**src/design/periph_pkg.sv**
```systemverilog
// Peripheral subsystem shared definitions
// Bus widths, peripheral selectors, register map and response codes

package periph_pkg;

  localparam int DATA_W = 32;

  // Address word as seen by the demux and by each peripheral
  typedef union packed {
    logic [DATA_W-1:0] raw;
    struct packed {
      logic [19:0] unused;
      logic [3:0]  sel;
      logic [5:0]  reg_idx;
      logic [1:0]  byte_off;
    } fields;
  } periph_addr_u;

  // Peripheral select field values, others unmapped
  localparam logic [3:0] SEL_GPIO  = 4'd0;
  localparam logic [3:0] SEL_TIMER = 4'd1;
  localparam logic [3:0] SEL_IRQ   = 4'd2;

  // GPIO registers
  localparam logic [5:0] GPIO_DATA_IN     = 6'd0;
  localparam logic [5:0] GPIO_DATA_OUT    = 6'd1;
  localparam logic [5:0] GPIO_OUT_EN      = 6'd2;
  localparam logic [5:0] GPIO_RISE_EN     = 6'd3;
  localparam logic [5:0] GPIO_RISE_STATUS = 6'd4;

  // Timer registers
  localparam logic [5:0] TMR_COUNT   = 6'd0;
  localparam logic [5:0] TMR_COMPARE = 6'd1;
  localparam logic [5:0] TMR_CTRL    = 6'd2;
  localparam logic [5:0] TMR_STATUS  = 6'd3;

  // Interrupt controller registers
  localparam logic [5:0] IRQ_PENDING = 6'd0;
  localparam logic [5:0] IRQ_ENABLE  = 6'd1;
  localparam logic [5:0] IRQ_CLAIM   = 6'd2;

  // Internal source positions, external lines start at 2
  localparam int IRQ_SRC_GPIO  = 0;
  localparam int IRQ_SRC_TIMER = 1;

  localparam logic [1:0] RESP_OKAY   = 2'b00;
  localparam logic [1:0] RESP_SLVERR = 2'b10;

  // Merge of write data into an old value under a bit mask
  function automatic logic [DATA_W-1:0] masked_write(input logic [DATA_W-1:0] old_val,
                                                     input logic [DATA_W-1:0] wdata,
                                                     input logic [DATA_W-1:0] wmask);
    return (old_val & ~wmask) | (wdata & wmask);
  endfunction

endpackage

```
**src/design/periph_axil_bridge.sv**
```systemverilog
// AXI4-Lite slave bridge
// Holds one transaction and replays it as a single-cycle register access
`timescale 1ns/1ps

module periph_axil_bridge (
  input  logic        clk_i,
  input  logic        rst_n_i,
  input  logic [31:0] s_awaddr_i,
  input  logic        s_awvalid_i,
  output logic        s_awready_o,
  input  logic [31:0] s_wdata_i,
  input  logic [3:0]  s_wstrb_i,
  input  logic        s_wvalid_i,
  output logic        s_wready_o,
  output logic [1:0]  s_bresp_o,
  output logic        s_bvalid_o,
  input  logic        s_bready_i,
  input  logic [31:0] s_araddr_i,
  input  logic        s_arvalid_i,
  output logic        s_arready_o,
  output logic [31:0] s_rdata_o,
  output logic [1:0]  s_rresp_o,
  output logic        s_rvalid_o,
  input  logic        s_rready_i,
  output logic        reg_valid_o,
  output logic        reg_write_o,
  output logic [31:0] reg_addr_o,
  output logic [31:0] reg_wdata_o,
  output logic [31:0] reg_wmask_o,
  input  logic [31:0] reg_rdata_i,
  input  logic        reg_error_i
);

  localparam logic [1:0] ST_IDLE    = 2'd0;
  localparam logic [1:0] ST_ACCESS  = 2'd1;
  localparam logic [1:0] ST_RESPOND = 2'd2;

  logic [1:0]  state_q;
  logic        is_write_q;
  logic        wr_accept;
  logic        rd_accept;
  logic        resp_done;
  logic [31:0] rdata_q;
  logic [1:0]  resp_q;

  // Write wins when both directions arrive together
  assign wr_accept = (state_q == ST_IDLE) && s_awvalid_i && s_wvalid_i;
  assign rd_accept = (state_q == ST_IDLE) && s_arvalid_i && !s_awvalid_i && !s_wvalid_i;

  assign s_awready_o = wr_accept;
  assign s_wready_o  = wr_accept;
  assign s_arready_o = rd_accept;

  assign s_bvalid_o = (state_q == ST_RESPOND) && is_write_q;
  assign s_rvalid_o = (state_q == ST_RESPOND) && !is_write_q;
  assign s_bresp_o  = resp_q;
  assign s_rresp_o  = resp_q;
  assign s_rdata_o  = rdata_q;
  assign resp_done  = (s_bvalid_o && s_bready_i) || (s_rvalid_o && s_rready_i);

  assign reg_valid_o = (state_q == ST_ACCESS);
  assign reg_write_o = is_write_q;

  always_ff @(posedge clk_i or negedge rst_n_i) begin
    if (!rst_n_i) begin
      state_q    <= ST_IDLE;
      is_write_q <= 1'b0;
    end else begin
      case (state_q)
        ST_IDLE: begin
          if (wr_accept || rd_accept) begin
            state_q    <= ST_ACCESS;
            is_write_q <= wr_accept;
          end
        end
        ST_ACCESS: state_q <= ST_RESPOND;
        ST_RESPOND: begin
          if (resp_done) state_q <= ST_IDLE;
        end
        default: state_q <= ST_IDLE;
      endcase
    end
  end

  // Request payload and registered response
  always_ff @(posedge clk_i) begin
    if (wr_accept) begin
      reg_addr_o  <= s_awaddr_i;
      reg_wdata_o <= s_wdata_i;
      for (int i = 0; i < 4; i++) begin
        reg_wmask_o[i*8 +: 8] <= {8{s_wstrb_i[i]}};
      end
    end else if (rd_accept) begin
      reg_addr_o <= s_araddr_i;
    end
    if (state_q == ST_ACCESS) begin
      rdata_q <= reg_rdata_i;
      resp_q  <= reg_error_i ? periph_pkg::RESP_SLVERR : periph_pkg::RESP_OKAY;
    end
  end

endmodule

```
**src/design/periph_reg_demux.sv**
```systemverilog
// Register bus demux
// Routes an access by peripheral select and merges the responses
`timescale 1ns/1ps

module periph_reg_demux (
  input  logic        reg_valid_i,
  input  logic [31:0] reg_addr_i,
  output logic        gpio_valid_o,
  output logic        timer_valid_o,
  output logic        irq_valid_o,
  input  logic [31:0] gpio_rdata_i,
  input  logic        gpio_error_i,
  input  logic [31:0] timer_rdata_i,
  input  logic        timer_error_i,
  input  logic [31:0] irq_rdata_i,
  input  logic        irq_error_i,
  output logic [31:0] reg_rdata_o,
  output logic        reg_error_o
);

  periph_pkg::periph_addr_u addr;

  assign addr.raw = reg_addr_i;

  always_comb begin
    gpio_valid_o  = 1'b0;
    timer_valid_o = 1'b0;
    irq_valid_o   = 1'b0;
    // Unmapped select answers with an error and zero data
    reg_rdata_o   = '0;
    reg_error_o   = 1'b1;
    case (addr.fields.sel)
      periph_pkg::SEL_GPIO: begin
        gpio_valid_o = reg_valid_i;
        reg_rdata_o  = gpio_rdata_i;
        reg_error_o  = gpio_error_i;
      end
      periph_pkg::SEL_TIMER: begin
        timer_valid_o = reg_valid_i;
        reg_rdata_o   = timer_rdata_i;
        reg_error_o   = timer_error_i;
      end
      periph_pkg::SEL_IRQ: begin
        irq_valid_o = reg_valid_i;
        reg_rdata_o = irq_rdata_i;
        reg_error_o = irq_error_i;
      end
      default: begin
      end
    endcase
  end

endmodule

```
**src/design/periph_gpio.sv**
```systemverilog
// GPIO block
// Output and enable registers, synchronized inputs, rising-edge interrupt status
`timescale 1ns/1ps

module periph_gpio #(
  parameter int GPIO_WIDTH = 16
) (
  input  logic                  clk_i,
  input  logic                  rst_n_i,
  input  logic                  valid_i,
  input  logic                  write_i,
  input  logic [31:0]           addr_i,
  input  logic [31:0]           wdata_i,
  input  logic [31:0]           wmask_i,
  output logic [31:0]           rdata_o,
  output logic                  error_o,
  input  logic [GPIO_WIDTH-1:0] gpio_i,
  output logic [GPIO_WIDTH-1:0] gpio_o,
  output logic [GPIO_WIDTH-1:0] gpio_en_o,
  output logic                  intr_o
);

  periph_pkg::periph_addr_u addr;
  logic [GPIO_WIDTH-1:0] sync1_q, sync2_q, prev_q;
  logic [GPIO_WIDTH-1:0] rise_en_q, status_q, rise;
  logic [31:0]           merged;
  logic                  wr_en;

  assign addr.raw = addr_i;
  assign wr_en    = valid_i && write_i && !error_o;
  assign merged   = periph_pkg::masked_write(rdata_o, wdata_i, wmask_i);
  assign rise     = sync2_q & ~prev_q & rise_en_q;
  assign intr_o   = |status_q;

  always_comb begin
    rdata_o = '0;
    error_o = 1'b0;
    case (addr.fields.reg_idx)
      periph_pkg::GPIO_DATA_IN:     rdata_o = 32'(sync2_q);
      periph_pkg::GPIO_DATA_OUT:    rdata_o = 32'(gpio_o);
      periph_pkg::GPIO_OUT_EN:      rdata_o = 32'(gpio_en_o);
      periph_pkg::GPIO_RISE_EN:     rdata_o = 32'(rise_en_q);
      periph_pkg::GPIO_RISE_STATUS: rdata_o = 32'(status_q);
      default:                      error_o = 1'b1;
    endcase
  end

  always_ff @(posedge clk_i or negedge rst_n_i) begin
    if (!rst_n_i) begin
      sync1_q   <= '0;
      sync2_q   <= '0;
      prev_q    <= '0;
      gpio_o    <= '0;
      gpio_en_o <= '0;
      rise_en_q <= '0;
      status_q  <= '0;
    end else begin
      sync1_q <= gpio_i;
      sync2_q <= sync1_q;
      prev_q  <= sync2_q;
      if (wr_en && addr.fields.reg_idx == periph_pkg::GPIO_DATA_OUT) begin
        gpio_o <= merged[GPIO_WIDTH-1:0];
      end
      if (wr_en && addr.fields.reg_idx == periph_pkg::GPIO_OUT_EN) begin
        gpio_en_o <= merged[GPIO_WIDTH-1:0];
      end
      if (wr_en && addr.fields.reg_idx == periph_pkg::GPIO_RISE_EN) begin
        rise_en_q <= merged[GPIO_WIDTH-1:0];
      end
      // A new edge beats a clear in the same cycle
      if (wr_en && addr.fields.reg_idx == periph_pkg::GPIO_RISE_STATUS) begin
        status_q <= (status_q & ~(wdata_i[GPIO_WIDTH-1:0] & wmask_i[GPIO_WIDTH-1:0])) | rise;
      end else begin
        status_q <= status_q | rise;
      end
    end
  end

endmodule

```
**src/design/periph_timer.sv**
```systemverilog
// Compare timer
// 32-bit counter with compare match, optional auto-reload and expired flag
`timescale 1ns/1ps

module periph_timer (
  input  logic        clk_i,
  input  logic        rst_n_i,
  input  logic        valid_i,
  input  logic        write_i,
  input  logic [31:0] addr_i,
  input  logic [31:0] wdata_i,
  input  logic [31:0] wmask_i,
  output logic [31:0] rdata_o,
  output logic        error_o,
  output logic        intr_o
);

  periph_pkg::periph_addr_u addr;
  logic [31:0] count_q;
  logic [31:0] compare_q;
  logic        enable_q;
  logic        reload_q;
  logic        expired_q;
  logic [31:0] merged;
  logic        wr_en;
  logic        hit;

  assign addr.raw = addr_i;
  assign wr_en    = valid_i && write_i && !error_o;
  assign merged   = periph_pkg::masked_write(rdata_o, wdata_i, wmask_i);
  assign hit      = enable_q && (count_q == compare_q);
  assign intr_o   = expired_q;

  always_comb begin
    rdata_o = '0;
    error_o = 1'b0;
    case (addr.fields.reg_idx)
      periph_pkg::TMR_COUNT:   rdata_o = count_q;
      periph_pkg::TMR_COMPARE: rdata_o = compare_q;
      periph_pkg::TMR_CTRL:    rdata_o = {30'd0, reload_q, enable_q};
      periph_pkg::TMR_STATUS:  rdata_o = {31'd0, expired_q};
      default:                 error_o = 1'b1;
    endcase
  end

  always_ff @(posedge clk_i or negedge rst_n_i) begin
    if (!rst_n_i) begin
      count_q   <= '0;
      compare_q <= '0;
      enable_q  <= 1'b0;
      reload_q  <= 1'b0;
      expired_q <= 1'b0;
    end else begin
      // Software write to COUNT overrides the increment
      if (wr_en && addr.fields.reg_idx == periph_pkg::TMR_COUNT) begin
        count_q <= merged;
      end else if (hit && reload_q) begin
        count_q <= '0;
      end else if (enable_q) begin
        count_q <= count_q + 32'd1;
      end
      if (wr_en && addr.fields.reg_idx == periph_pkg::TMR_COMPARE) compare_q <= merged;
      if (wr_en && addr.fields.reg_idx == periph_pkg::TMR_CTRL) begin
        enable_q <= merged[0];
        reload_q <= merged[1];
      end
      if (wr_en && addr.fields.reg_idx == periph_pkg::TMR_STATUS) begin
        expired_q <= (expired_q & ~(wdata_i[0] & wmask_i[0])) | hit;
      end else begin
        expired_q <= expired_q | hit;
      end
    end
  end

endmodule

```
**src/design/periph_irq_ctrl.sv**
```systemverilog
// Interrupt controller
// Latches source edges as pending, masks them and hands out ids through CLAIM
`timescale 1ns/1ps

module periph_irq_ctrl #(
  parameter int NUM_SRC = 6
) (
  input  logic               clk_i,
  input  logic               rst_n_i,
  input  logic               valid_i,
  input  logic               write_i,
  input  logic [31:0]        addr_i,
  input  logic [31:0]        wdata_i,
  input  logic [31:0]        wmask_i,
  output logic [31:0]        rdata_o,
  output logic               error_o,
  input  logic [NUM_SRC-1:0] irq_src_i,
  output logic               irq_o
);

  localparam int IDX_W = $clog2(NUM_SRC);

  periph_pkg::periph_addr_u addr;
  logic [NUM_SRC-1:0] src_q;
  logic [NUM_SRC-1:0] pending_q;
  logic [NUM_SRC-1:0] enable_q;
  logic [NUM_SRC-1:0] active;
  logic [NUM_SRC-1:0] claim_clr;
  logic [IDX_W-1:0]   claim_idx;
  logic               claim_found;
  logic [31:0]        claim_id;
  logic [31:0]        merged;

  assign addr.raw = addr_i;
  assign active   = pending_q & enable_q;
  assign merged   = periph_pkg::masked_write(rdata_o, wdata_i, wmask_i);

  // Lowest enabled pending source wins the claim
  always_comb begin
    claim_found = 1'b0;
    claim_idx   = '0;
    for (int i = NUM_SRC - 1; i >= 0; i--) begin
      if (active[i]) begin
        claim_found = 1'b1;
        claim_idx   = IDX_W'(i);
      end
    end
  end

  assign claim_id = claim_found ? 32'(claim_idx) + 32'd1 : 32'd0;
  assign claim_clr = (valid_i && !write_i && claim_found &&
                      addr.fields.reg_idx == periph_pkg::IRQ_CLAIM) ?
                     (NUM_SRC'(1) << claim_idx) : '0;

  always_comb begin
    rdata_o = '0;
    error_o = 1'b0;
    case (addr.fields.reg_idx)
      periph_pkg::IRQ_PENDING: rdata_o = 32'(pending_q);
      periph_pkg::IRQ_ENABLE:  rdata_o = 32'(enable_q);
      periph_pkg::IRQ_CLAIM:   rdata_o = claim_id;
      default:                 error_o = 1'b1;
    endcase
  end

  always_ff @(posedge clk_i or negedge rst_n_i) begin
    if (!rst_n_i) begin
      src_q     <= '0;
      pending_q <= '0;
      enable_q  <= '0;
      irq_o     <= 1'b0;
    end else begin
      src_q     <= irq_src_i;
      pending_q <= (pending_q & ~claim_clr) | (irq_src_i & ~src_q);
      irq_o     <= |active;
      // PENDING and CLAIM take no writes
      if (valid_i && write_i && addr.fields.reg_idx == periph_pkg::IRQ_ENABLE) begin
        enable_q <= merged[NUM_SRC-1:0];
      end
    end
  end

endmodule

```
**src/design/peripheral_subsystem.sv**
```systemverilog
// Peripheral subsystem top
// AXI4-Lite bridge, register demux, GPIO, timer and interrupt controller
`timescale 1ns/1ps

module peripheral_subsystem #(
  parameter int GPIO_WIDTH  = 16,
  parameter int NUM_EXT_IRQ = 4
) (
  input  logic                   clk_i,
  input  logic                   rst_n_i,
  input  logic [31:0]            s_awaddr_i,
  input  logic                   s_awvalid_i,
  output logic                   s_awready_o,
  input  logic [31:0]            s_wdata_i,
  input  logic [3:0]             s_wstrb_i,
  input  logic                   s_wvalid_i,
  output logic                   s_wready_o,
  output logic [1:0]             s_bresp_o,
  output logic                   s_bvalid_o,
  input  logic                   s_bready_i,
  input  logic [31:0]            s_araddr_i,
  input  logic                   s_arvalid_i,
  output logic                   s_arready_o,
  output logic [31:0]            s_rdata_o,
  output logic [1:0]             s_rresp_o,
  output logic                   s_rvalid_o,
  input  logic                   s_rready_i,
  input  logic [GPIO_WIDTH-1:0]  gpio_i,
  output logic [GPIO_WIDTH-1:0]  gpio_o,
  output logic [GPIO_WIDTH-1:0]  gpio_en_o,
  input  logic [NUM_EXT_IRQ-1:0] ext_irq_i,
  output logic                   irq_o
);

  localparam int NUM_SRC = 2 + NUM_EXT_IRQ;

  logic        reg_valid, reg_write, reg_error;
  logic [31:0] reg_addr, reg_wdata, reg_wmask, reg_rdata;
  logic        gpio_valid, timer_valid, irq_valid;
  logic [31:0] gpio_rdata, timer_rdata, irq_rdata;
  logic        gpio_error, timer_error, irq_error;
  logic        gpio_intr, timer_intr;
  logic [NUM_SRC-1:0] irq_src;

  assign irq_src[periph_pkg::IRQ_SRC_GPIO]  = gpio_intr;
  assign irq_src[periph_pkg::IRQ_SRC_TIMER] = timer_intr;
  assign irq_src[NUM_SRC-1:periph_pkg::IRQ_SRC_TIMER+1] = ext_irq_i;

  periph_axil_bridge u_bridge (
    .clk_i, .rst_n_i,
    .s_awaddr_i, .s_awvalid_i, .s_awready_o,
    .s_wdata_i, .s_wstrb_i, .s_wvalid_i, .s_wready_o,
    .s_bresp_o, .s_bvalid_o, .s_bready_i,
    .s_araddr_i, .s_arvalid_i, .s_arready_o,
    .s_rdata_o, .s_rresp_o, .s_rvalid_o, .s_rready_i,
    .reg_valid_o(reg_valid), .reg_write_o(reg_write), .reg_addr_o(reg_addr),
    .reg_wdata_o(reg_wdata), .reg_wmask_o(reg_wmask),
    .reg_rdata_i(reg_rdata), .reg_error_i(reg_error)
  );

  periph_reg_demux u_demux (
    .reg_valid_i(reg_valid), .reg_addr_i(reg_addr),
    .gpio_valid_o(gpio_valid), .timer_valid_o(timer_valid), .irq_valid_o(irq_valid),
    .gpio_rdata_i(gpio_rdata), .gpio_error_i(gpio_error),
    .timer_rdata_i(timer_rdata), .timer_error_i(timer_error),
    .irq_rdata_i(irq_rdata), .irq_error_i(irq_error),
    .reg_rdata_o(reg_rdata), .reg_error_o(reg_error)
  );

  periph_gpio #(.GPIO_WIDTH(GPIO_WIDTH)) u_gpio (
    .clk_i, .rst_n_i,
    .valid_i(gpio_valid), .write_i(reg_write), .addr_i(reg_addr),
    .wdata_i(reg_wdata), .wmask_i(reg_wmask),
    .rdata_o(gpio_rdata), .error_o(gpio_error),
    .gpio_i, .gpio_o, .gpio_en_o, .intr_o(gpio_intr)
  );

  periph_timer u_timer (
    .clk_i, .rst_n_i,
    .valid_i(timer_valid), .write_i(reg_write), .addr_i(reg_addr),
    .wdata_i(reg_wdata), .wmask_i(reg_wmask),
    .rdata_o(timer_rdata), .error_o(timer_error), .intr_o(timer_intr)
  );

  periph_irq_ctrl #(.NUM_SRC(NUM_SRC)) u_irq_ctrl (
    .clk_i, .rst_n_i,
    .valid_i(irq_valid), .write_i(reg_write), .addr_i(reg_addr),
    .wdata_i(reg_wdata), .wmask_i(reg_wmask),
    .rdata_o(irq_rdata), .error_o(irq_error),
    .irq_src_i(irq_src), .irq_o
  );

endmodule

```
**config.mk**
```make
export PLATFORM = sky130hd
export DESIGN_NAME = peripheral_subsystem
export DESIGN_NICKNAME = d
export VERILOG_FILES = /design/src/design/periph_pkg.sv /design/src/design/periph_axil_bridge.sv /design/src/design/periph_reg_demux.sv /design/src/design/periph_gpio.sv /design/src/design/periph_timer.sv /design/src/design/periph_irq_ctrl.sv /design/src/design/peripheral_subsystem.sv
export SDC_FILE = /design/constraint.sdc
export NUM_CORES = 1
export LEC_CHECK = 0
export BUFFER_PORTS_ARGS = -buffer_cell sky130_fd_sc_hd__buf_4
export CAP_MARGIN = 20
export CORE_ASPECT_RATIO = 0.5
export CORE_MARGIN = 2
export CORE_UTILIZATION = 37
export DETAILED_ROUTE_END_ITERATION = 6
export HOLD_SLACK_MARGIN = 0.03
export RECOVER_POWER = 25
export SLEW_MARGIN = 25
export SYNTH_ARGS = -nofsm -noshare
export SYNTH_HDL_FRONTEND = slang
export SYNTH_SLANG_ARGS = --single-unit
```
**constraint.sdc**
```tcl
create_clock -name clk_i -period 3.4 [get_ports clk_i]
set_input_delay 0 -clock clk_i [delete_from_list [all_inputs] [get_ports clk_i]]
set_output_delay 0 -clock clk_i [all_outputs]
set_load 0.01 [all_outputs]
```
==> flow_metrics.py, run 1 <==
metrics = {
    "status": {
        "status": "complete, but fails checks",
        "violations": "max-capacitance violations, max-slew violations",
    },
    "cells_and_area": {
        "nets": 1482,
        "n_antenna_cell": 0,
        "utilization_pct": 47.3,
        "drive_gt1_share_pct": 24.2,
        "stdcell_count": 1822,
        "area_delta_synth_final_pct": 26.5,
    },
    "die": {
        "core_area_um2": 34200,
        "die-area_um2": 36100,
        "dieHeight_um": 135,
        "num_rows": 48,
        "die_w_um": 267,
        "io_pins": 201,
        "start_util_pct": 37.3,
    },
    "timing": {
        "fin_tns_setup_ps": 0,
        "hold_ws_ps": 92.4,
        "hold_violations": 0,
        "period_needed_ps": 2700,
        "post-route-period-util_pct": 79.5,
        "setup_viol": 0,
        "slew_headroom_pct": -45.0,
        "slew_violations": 88,
        "finClkSkew_ps": 17.9,
        "setup_ws_ps": 697,
        "tightest_slew_ps": 2180,
        "rsz0062_at_grt": "no",
        "fmax_ghz": 0.370,
    },
    "setup_path": {
        "path_class": "reg2reg",
        "critPathLaunchType": "flip-flop",
        "r2r_cells": 5,
        "end_kind": "flip-flop",
        "cp_data_required_time_ps": 3770,
        "r2r_start": "u_bridge.reg_addr_o[5]$_DFFE_PP_",
        "worstPathArrival_ps": 3070,
        "worst-path-max-fanout": 10,
        "r2r-end": "u_bridge.s_rdata_o[4]$_DFFE_PN_",
        "r2r_setup_slack_ps": 700,
    },
    "clock_network": {
        "htreeDepth": 1,
        "path_clk_slew_ps": 70,
        "cts_made_buffers": 28,
        "root_buffer": "clkbuf_16",
        "cts-resized-gates": 0,
        "worstSkewPairLatency_ps": 570,
        "clockBufferDepth": 3,
        "numClockSinks": 280,
        "cts_tree": "built",
    },
    "min_path": {
        "hp-start": "gpio_i[4]",
        "min_path_type": "in2reg",
        "hold_path_depth": 2,
        "min_to": "u_gpio.sync1_q[4]$_DFF_PN0_",
    },
    "synthesis": {
        "synth_fa_ha_area_share_pct": 0.489,
        "synthTopCellsByArea": "dfrtp_1 39%, edfxtp_1 19%, mux2_2 7.6%",
        "synthSimpleGateAreaFrac_pct": 12.7,
        "syn_inst": 1126,
        "synth_edf_count": 79,
        "yosysTopAreaCellShare_pct": 39.3,
        "synth_top_family_by_area": "simple AND/OR/NAND/NOR gates",
        "synthMuxAreaShare_pct": 9.65,
        "synth_area_um2": 12800,
        "synth_async_sr_flop_share_pct": 71.8,
        "yosys_register_bits": 280,
        "synth_xor_area_share_pct": 3.84,
        "synth_top_area_cell": "dfrtp_1",
        "synth_compound_area_share_pct": 12.2,
        "yosys.cell_types.count": 62,
        "ys_warn_count": 0,
        "synth-seq-area-share_pct": 57.9,
        "synth_flop_cell": "dfrtp_1",
        "syn_avg_cell_area_um2": 11.4,
    },
    "placed_design": {
        "dp_hpwl_um": 25500,
        "gp_congestion": 0.846,
        "post-place-ws_ps": 743,
        "portBuffers": 154,
        "dp_cells": 1689,
    },
    "routing": {
        "vias_per_cell": 5.45,
        "drc": 0,
        "first_pass_iters": 6,
        "postRouteAntennaNets": 0,
        "wirelength_um": 37200,
        "wl_per_cell_um": 20.4,
        "drtIter0Drc": 772,
        "via_count": 9926,
    },
    "grt": {
        "grt_overflow": 0,
        "antenna_found_initial": 1,
        "globalRouteTotalUtil_pct": 20.7,
        "grt_max_degree": 89,
        "grt_pass1_wl_um": 57600,
        "grt_pass1_vias": 10000,
    },
    "run": {
        "maxCapViolCount": 1,
    },
    "pwr": {
        "p_leak_uw": 0.00668,
        "power_density_nw_per_um2": 491,
        "ir_drop_uv": 416,
    },
}
[flip-flops by register name, indices dropped and copies added, names as in the netlist, 2 cells and up]
register              count
u_irq_ctrl.src_q          6
u_timer.count_q          32
u_gpio.status_q          16
u_bridge.reg_wmask_o      4
u_gpio.prev_q            16
u_gpio.rise_en_q         16
u_timer.compare_q        32
u_irq_ctrl.pending_q      6
u_bridge.reg_wdata_o     32
u_irq_ctrl.enable_q       6
u_gpio.gpio_o            16
u_gpio.sync1_q           16
u_bridge.s_rdata_o       32
u_gpio.sync2_q           16
u_bridge.state_q          2
u_gpio.gpio_en_o         16
u_bridge.reg_addr_o      10
[where the power goes]
group | internal (µW) | total, µW | switching [µW]
clock network | 1760 | 3170 | 1410
registers | 3690 | 3850 | 155
logic | 409 | 925 | 516
[timing repair]
action,CTS,global route
hold buffers,81,0
setup buffers,0,0
endpoints found under the hold margin,159,0
[cell usage after synthesis, drive strengths merged (18+ instances only)]
cell type  count
dfrtp        201
nand2        135
mux2          86
o21ai         84
edfxtp        79
nor2          78
clkbuf        47
xnor2         44
a22oi         40
a21oi         28
o22ai         27
buf           26
inv           25
nand3         24
mux2i         22
nand4         18
[final cells by class]
class | instances | area (µm²)
well taps | 450 | 563
multi-input cells | 749 | 4980
clock inverters | 16 | 170
flip-flops and latches | 280 | 7400
clock buffers | 36 | 761
inverters | 25 | 93.8
repair buffers | 266 | 2200
fillers | 3123 | 18100
[stage by stage]
step | total power [µW] | area [µm²]
global placement | 4730 | 14500
floorplan | 4290 | 12800
detailed placement | 4750 | 14500
finish | 7940 | 16200
CTS | 8020 | 16200
global route | 8250 | 16200
[worst max-delay path, cell delays in order (launching register included)]
cell and delay [ps]:
edfxtp_1 420, or4_1 790, buf_4 290, o21ai_0 540, o21ai_0 200, o22ai_1 240
[cell families after synthesis]
group                    after synthesis
XOR/XNOR                              56
other                                  1
flip-flops                           280
multiplexers                         110
adder cells (fa/ha/maj)                5
AO/OA/AOI/OAI                        241
buffers and inverters                 98
AND/OR/NAND/NOR                      335
[cell usage in the layout, fill, tap and decap left out, types with 18 or more instances in the layout]
master and n:
nor2_1 73, nand4_1 18, o22ai_1 26, nand2_1 134, dfrtp_1 201, buf_4 127
dlygate4sd3_1 81, a22oi_1 40, a21oi_1 28, o21ai_0 80, mux2i_1 22, clkbuf_16 28
mux2_2 86, edfxtp_1 79, clkbuf_4 54, nand3_1 24, inv_1 25, xnor2_1 44
[worst max path at each step]
stage | from | end | depth (start not counted)
finish | u_bridge.reg_addr_o[5]$_DFFE_PP_ | u_bridge.s_rdata_o[4]$_DFFE_PN_ | 5
global route | u_bridge.reg_addr_o[4]$_DFFE_PP_ | u_timer.count_q[15]$_DFFE_PN0P_ | 8
CTS | u_bridge.reg_addr_o[5]$_DFFE_PP_ | u_bridge.s_rdata_o[4]$_DFFE_PN_ | 5
detailed placement | u_bridge.reg_addr_o[5]$_DFFE_PP_ | u_bridge.s_rdata_o[4]$_DFFE_PN_ | 5
global placement | u_bridge.reg_addr_o[5]$_DFFE_PP_ | u_bridge.s_rdata_o[4]$_DFFE_PN_ | 5
floorplan | u_bridge.state_q[1]$_DFFE_PN0P_ | u_bridge.reg_addr_o[10]$_DFFE_PP_ | 5
[layer usage]
metal  up-vias  share of wire [%]  track usage [%]
li1       4524                  -                -
met5         -                  0                0
met2       360                 46             33.0
met4         0                2.5             5.59
met1      4974                 44             28.6
met3        68                7.8             4.71
Power figures use the tool's default switching activity.
==> run 2: changes to the inputs <==
- ABC_AREA: unset -> 1
- clock period: 3.4 -> 2.72 ns (I/O delays scaled with it)
==> run 2 against run 1 <==
The run still ends with max-capacitance violations, max-slew violations left. Non-clock buffer count rose by 3. Wire length rose by 17%. Synthesized cell count up 54%. Worst hold slack got worse by 4.5 ps. Die area is 8.3% higher. Combinational power increased by 7.5%. Clock skew shrank 6.1 ps. Global-route usage rose by 1.6 points. Critical path type unchanged. Critical endpoint is now u_bridge.reg_addr_o[7]$_DFFE_PP_. Highest routed layer unchanged.
==> flow_metrics.py, run 2 <==
metrics = {
    "status": {
        "status": "complete, but fails checks",
        "violations": "max-capacitance violations, max-slew violations",
    },
    "clock_network": {
        "cts_setup_buffers": 0,
        "clockBufferDepth": 3,
        "numClockSinks": 280,
        "worstSkewPairLatency_ps": 580,
        "root_buffer": "clkbuf_16",
        "path_clk_slew_ps": 70,
        "postCtsHoldBufs": 82,
        "cts_tree": "built",
        "cts-resized-gates": 0,
        "htreeDepth": 1,
        "cts_made_buffers": 27,
    },
    "grt": {
        "grt_max_degree": 86,
        "grt_overflow": 0,
        "grtUsageMet1_pct": 31.7,
        "grt.busiest_layer": "met2",
        "globalRouteTotalUtil_pct": 22.3,
        "grt_pass1_vias": 11900,
        "grt_pass1_wl_um": 68200,
        "grtUsageMet3_pct": 3.89,
        "antenna_found_initial": 0,
        "grtUsageMet2_pct": 35.5,
    },
    "setup_path": {
        "cp_data_required_time_ps": 3160,
        "worstPathArrival_ps": 2700,
        "path_class": "reg2reg",
        "r2r_start": "u_bridge.state_q[1]$_DFFE_PN0P_",
        "end_kind": "flip-flop",
        "worst-path-max-fanout": 48,
        "critPathLaunchType": "flip-flop",
        "cp-startpoint": "u_bridge.state_q[1]$_DFFE_PN0P_",
    },
    "routing": {
        "vias_per_cell": 4.95,
        "drc": 0,
        "first_pass_iters": 5,
        "drtIter0Drc": 1071,
        "wl_per_cell_um": 17.6,
        "wirelength_um": 43600,
        "via_count": 12300,
        "postRouteAntennaNets": 0,
    },
    "die": {
        "io_pins": 201,
        "die_w_um": 278,
        "dieHeight_um": 141,
        "start_util_pct": 37.3,
        "die-area_um2": 39200,
        "num_rows": 50,
        "core_area_um2": 37200,
    },
    "pwr": {
        "ir_drop_uv": 359,
        "power_density_nw_per_um2": 549,
        "total_power_uw": 9520,
        "p_leak_uw": 0.00814,
    },
    "synthesis": {
        "synth_top_area_cell": "dfrtp_1",
        "synth_edf_count": 79,
        "yosys_register_bits": 280,
        "synth_most_common_cell": "nand2_1",
        "netlist_top_cells_count": "626 x nand2_1, 204 x inv_1, 201 x dfrtp_1, 130 x o21ai_0, 116 x nor2_1",
        "yosysTopAreaCellShare_pct": 36.3,
        "syn_inst": 1736,
        "yosys.cell_types.count": 45,
        "synth-seq-area-share_pct": 53.4,
        "syn_avg_cell_area_um2": 7.99,
        "synth_async_sr_flop_share_pct": 71.8,
        "ys_warn_count": 0,
        "synth_flop_cell": "dfrtp_1",
        "synthTopCellsByArea": "dfrtp_1 36%, edfxtp_1 17%, nand2_1 17%",
        "synth_area_um2": 13900,
    },
    "placed_design": {
        "dp_hpwl_um": 31100,
        "portBuffers": 154,
        "gp_congestion": 0.957,
        "dp_cells": 2353,
    },
    "cells_and_area": {
        "drive_gt1_share_pct": 13.0,
        "most-common-layout-cells": "626 x nand2_1, 204 x inv_1, 201 x dfrtp_1, 130 x o21ai_0, 126 x buf_4",
        "area_delta_synth_final_pct": 25.0,
        "utilization_pct": 46.7,
        "final_common_cell": "nand2_1",
        "nets": 2102,
        "n_antenna_cell": 0,
        "stdcell_count": 2485,
    },
    "run": {
        "maxCapViolCount": 1,
    },
    "timing": {
        "post-route-period-util_pct": 83.1,
        "finClkSkew_ps": 11.7,
        "rsz0062_at_grt": "no",
        "period_needed_ps": 2260,
        "setup_viol": 0,
        "tightest_slew_ps": 2250,
        "fin_tns_setup_ps": 0,
        "hold_ws_ps": 87.9,
        "fmax_ghz": 0.442,
        "slew_headroom_pct": -50.0,
        "slew_violations": 84,
        "hold_violations": 0,
    },
    "min_path": {
        "hp-start": "gpio_i[12]",
        "min_path_type": "in2reg",
    },
}
## run 2: final cells by class
type / count / area (µm²)
fillers: 3706 / 19800
flip-flops and latches: 280 / 7400
multi-input cells: 1177 / 5380
repair buffers: 269 / 2250
inverters: 215 / 807
clock buffers: 38 / 778
well taps: 494 / 618
clock inverters: 12 / 110
## run 2: final timing paths
path / endpoint / slack [ps] / depth (start not counted)
setup / recovery: u_bridge.reg_addr_o[7]$_DFFE_PP_ / 460 / 7
hold / removal: u_gpio.sync1_q[12]$_DFF_PN0_ / 90 / 2
setup reg to reg: u_bridge.reg_addr_o[7]$_DFFE_PP_ / 460 / 7
hold reg to reg: u_gpio.sync2_q[11]$_DFF_PN0_ / 340 / 0
max in group asynchronous: u_irq_ctrl.enable_q[5]$_DFFE_PN0P_ / 750 / 2
min in group asynchronous: u_gpio.gpio_en_o[11]$_DFFE_PN0P_ / 640 / 2
## run 2: cells by family after synthesis
logic type,share of synthesized area (%)
buffers and inverters,8.04
XOR/XNOR,0.379
other,0.0270
flip-flops,53.4
adder cells (fa/ha/maj),0.451
AO/OA/AOI/OAI,10.3
AND/OR/NAND/NOR,27.5
## run 2: metal layers
metal	routed length (µm)	up-vias	share of wire [%]
li1	-	6098	-
met1	20400	5810	47
met2	19500	343	45
met3	2820	55	6.5
met4	921	0	2.1
met5	0	-	0
## run 2: through the flow
| stage | worst slack [ps] | instance area, µm² |
|---|---|---|
| after floorplan | 247 | 13900 |
| after global placement | 564 | 15700 |
| after detailed placement | 576 | 15700 |
| after CTS | 406 | 17400 |
| after global routing | 220 | 17300 |
| final | 459 | 17300 |
## run 2: report_power, final
part | internal [µW] | total (µW) | switching [µW]
combinational | 385 | 994 | 609
sequential | 4590 | 4700 | 111
clock | 2110 | 3830 | 1720
total | 7080 | 9520 | 2440
## run 2: critical path: stages (launching register included)
cell           delay [ps]
dfrtp_1               380
nor2_1                180
inv_1                  80
nor3_2                140
buf_4                 590
nand2_1               100
nand2_1               100
dlygate4sd3_1         560
==> run 3: changes to the inputs <==
- clock period: 2.72 -> 2.2 ns (I/O delays scaled with it)
==> run 3 against run 2 <==
The run ends with design-rule violations, max-capacitance violations, max-slew violations left. Cell count is 1.9% higher. Maximum frequency is 9.5% higher. Power is 27% higher. Critical endpoint is now u_gpio.gpio_o[12]$_DFFE_PN0P_.
==> flow_metrics.py, run 3 (same netlist as run 2, synthesis figures left out) <==
metrics = {
    "timing": {
        "post-route-period-util_pct": 93.8,
        "slew_headroom_pct": -15.9,
        "rsz0062_at_grt": "no",
        "setup_viol": 0,
        "tightest_slew_ps": 1740,
        "finClkSkew_ps": 16.8,
        "fin_tns_setup_ps": 0,
        "hold_ws_ps": 26.9,
        "period_needed_ps": 2060,
        "hold_violations": 0,
        "fmax_ghz": 0.484,
        "slew_violations": 36,
    },
    "clock_network": {
        "clockBufferDepth": 3,
        "cts_made_buffers": 27,
        "worstSkewPairLatency_ps": 580,
        "path_clk_slew_ps": 70,
        "htreeDepth": 1,
        "root_buffer": "clkbuf_16",
        "cts_tree": "built",
        "numClockSinks": 280,
    },
    "cells_and_area": {
        "nets": 2148,
        "fill_cells": 3643,
        "drive_gt1_share_pct": 15.3,
        "multiInputGateArea_um2": 5400,
        "finalInstanceArea_um2": 17800,
        "most-common-layout-cells": "626 x nand2_1, 203 x inv_1, 199 x dfrtp_1, 161 x buf_4, 130 x o21ai_0",
        "area_delta_synth_final_pct": 28.5,
        "final_common_cell": "nand2_1",
        "utilization_pct": 48.0,
        "stdcell_count": 2532,
        "seqCellArea_um2": 7400,
    },
    "grt": {
        "grt_max_degree": 54,
        "grt_overflow": 0,
        "grt_pass1_vias": 12200,
        "globalRouteTotalUtil_pct": 23.2,
        "grt_pass1_wl_um": 71200,
        "antenna_found_initial": 0,
    },
    "setup_path": {
        "path_class": "reg2reg",
        "critPathLaunchType": "flip-flop",
        "worstPathArrival_ps": 2500,
        "r2r_setup_slack_ps": 140,
        "worst-path-max-fanout": 14,
        "critPathSlowestCell": "edfxtp_1",
        "worstPathCellList": "nor2_1 > nand3_2 > buf_4 > inv_2 > a22oi_1 > nand3_1 > a21boi_1 > o21ai_1",
        "cp_data_required_time_ps": 2640,
        "end_kind": "flip-flop",
        "max_stage_delay_ps": 410,
    },
    "routing": {
        "drtIter0Drc": 1138,
        "drc": 1,
        "wl_per_cell_um": 18.1,
        "first_pass_iters": 7,
        "postRouteAntennaNets": 0,
        "vias_per_cell": 5.07,
        "via_count": 12800,
        "wirelength_um": 45900,
    },
    "die": {
        "die-area_um2": 39200,
        "dieHeight_um": 141,
        "die_w_um": 278,
        "start_util_pct": 37.3,
        "io_pins": 201,
        "num_rows": 50,
        "core_area_um2": 37200,
    },
    "placed_design": {
        "dp_cells": 2395,
        "place_area_um2": 16100,
        "portBuffers": 154,
        "gp_congestion": 0.984,
        "dp_hpwl_um": 32700,
    },
    "status": {
        "violations": "design-rule violations, max-capacitance violations, max-slew violations",
        "status": "complete, but fails checks",
    },
    "min_path": {
        "min_path_type": "in2reg",
    },
    "pwr": {
        "power_density_nw_per_um2": 676,
        "p_leak_uw": 0.00842,
        "ir_drop_uv": 468,
    },
    "run": {
        "maxCapViolCount": 1,
    },
}
==> run 3: cell count changes in the layout (fill, tap and decap cells not counted), moves of 3 or more <==
cell / change
buf_12: +5
buf_4: +35
nor2_1: -3
nor2_2: +3
bufinv_16: +3
==> run 3: worst max-delay path: cells and delay by family, from the launching register on <==
| kind | cells | cell delay [ps] |
|---|---|---|
| flops | 1 | 410 |
| simple gates | 3 | 400 |
| buf+inv | 2 | 450 |
| compound gates | 3 | 680 |
==> run 3: final cells by class <==
cell class,instances,share of cell area [%]
Antenna cell,1,0.0140
Clock buffer,33,3.97
Clock inverter,17,1.13
Inverter,215,4.53
Multi-Input combinational cell,1177,30.3
Sequential cell,280,41.5
Tap cell,494,3.47
Timing Repair Buffer,315,15.1
==> run 3: report_power, final <==
group | switching (µW) | internal [µW]
clock | 2130 | 2780
combinational | 815 | 530
sequential | 139 | 5670
total | 3080 | 8980
==> run 3: through the flow <==
step | total power [µW] | setup WS [ps]
2_1_floorplan | 6390 | 369
3_3_place_gp | 7040 | 171
3_5_place_dp | 7060 | 190
4_1_cts | 12100 | 36.5
5_1_grt | 12500 | 9.61
6_report | 12100 | 136
==> run 3: final timing paths <==
path                                             startpoint                                to  cells after the start
setup / recovery           u_bridge.reg_addr_o[3]$_DFFE_PP_     u_gpio.gpio_o[12]$_DFFE_PN0P_                      8
hold / removal                                   s_wvalid_i   u_bridge.state_q[0]$_DFFE_PN0P_                      5
setup reg to reg           u_bridge.reg_addr_o[3]$_DFFE_PP_     u_gpio.gpio_o[12]$_DFFE_PN0P_                      8
hold reg to reg                 u_gpio.sync1_q[9]$_DFF_PN0_       u_gpio.sync2_q[9]$_DFF_PN0_                      0
max in group asynchronous                           rst_n_i    u_timer.count_q[6]$_DFFE_PN0P_                      3
min in group asynchronous                           rst_n_i  u_gpio.rise_en_q[14]$_DFFE_PN0P_                      3
==> run 3: metal layers <==
metal  part of all wire, %  global-route usage (%)
met2                    45                    36.4
met1                    45                    32.9
met4                   2.9                    6.34
met3                   7.2                    4.59
met5                     0                       0
==> run 3: what timing repair did <==
| action | in CTS | in global routing |
|---|---|---|
| pin swaps | 0 | 1 |
| hold buffers | 82 | 0 |
| resized for setup | 1 | 15 |
| endpoints found under the setup margin | 2 | 29 |
| hold endpoints to repair | 274 | 0 |
| buffers inserted | 0 | 3 |
| gates cloned | 0 | 1 |
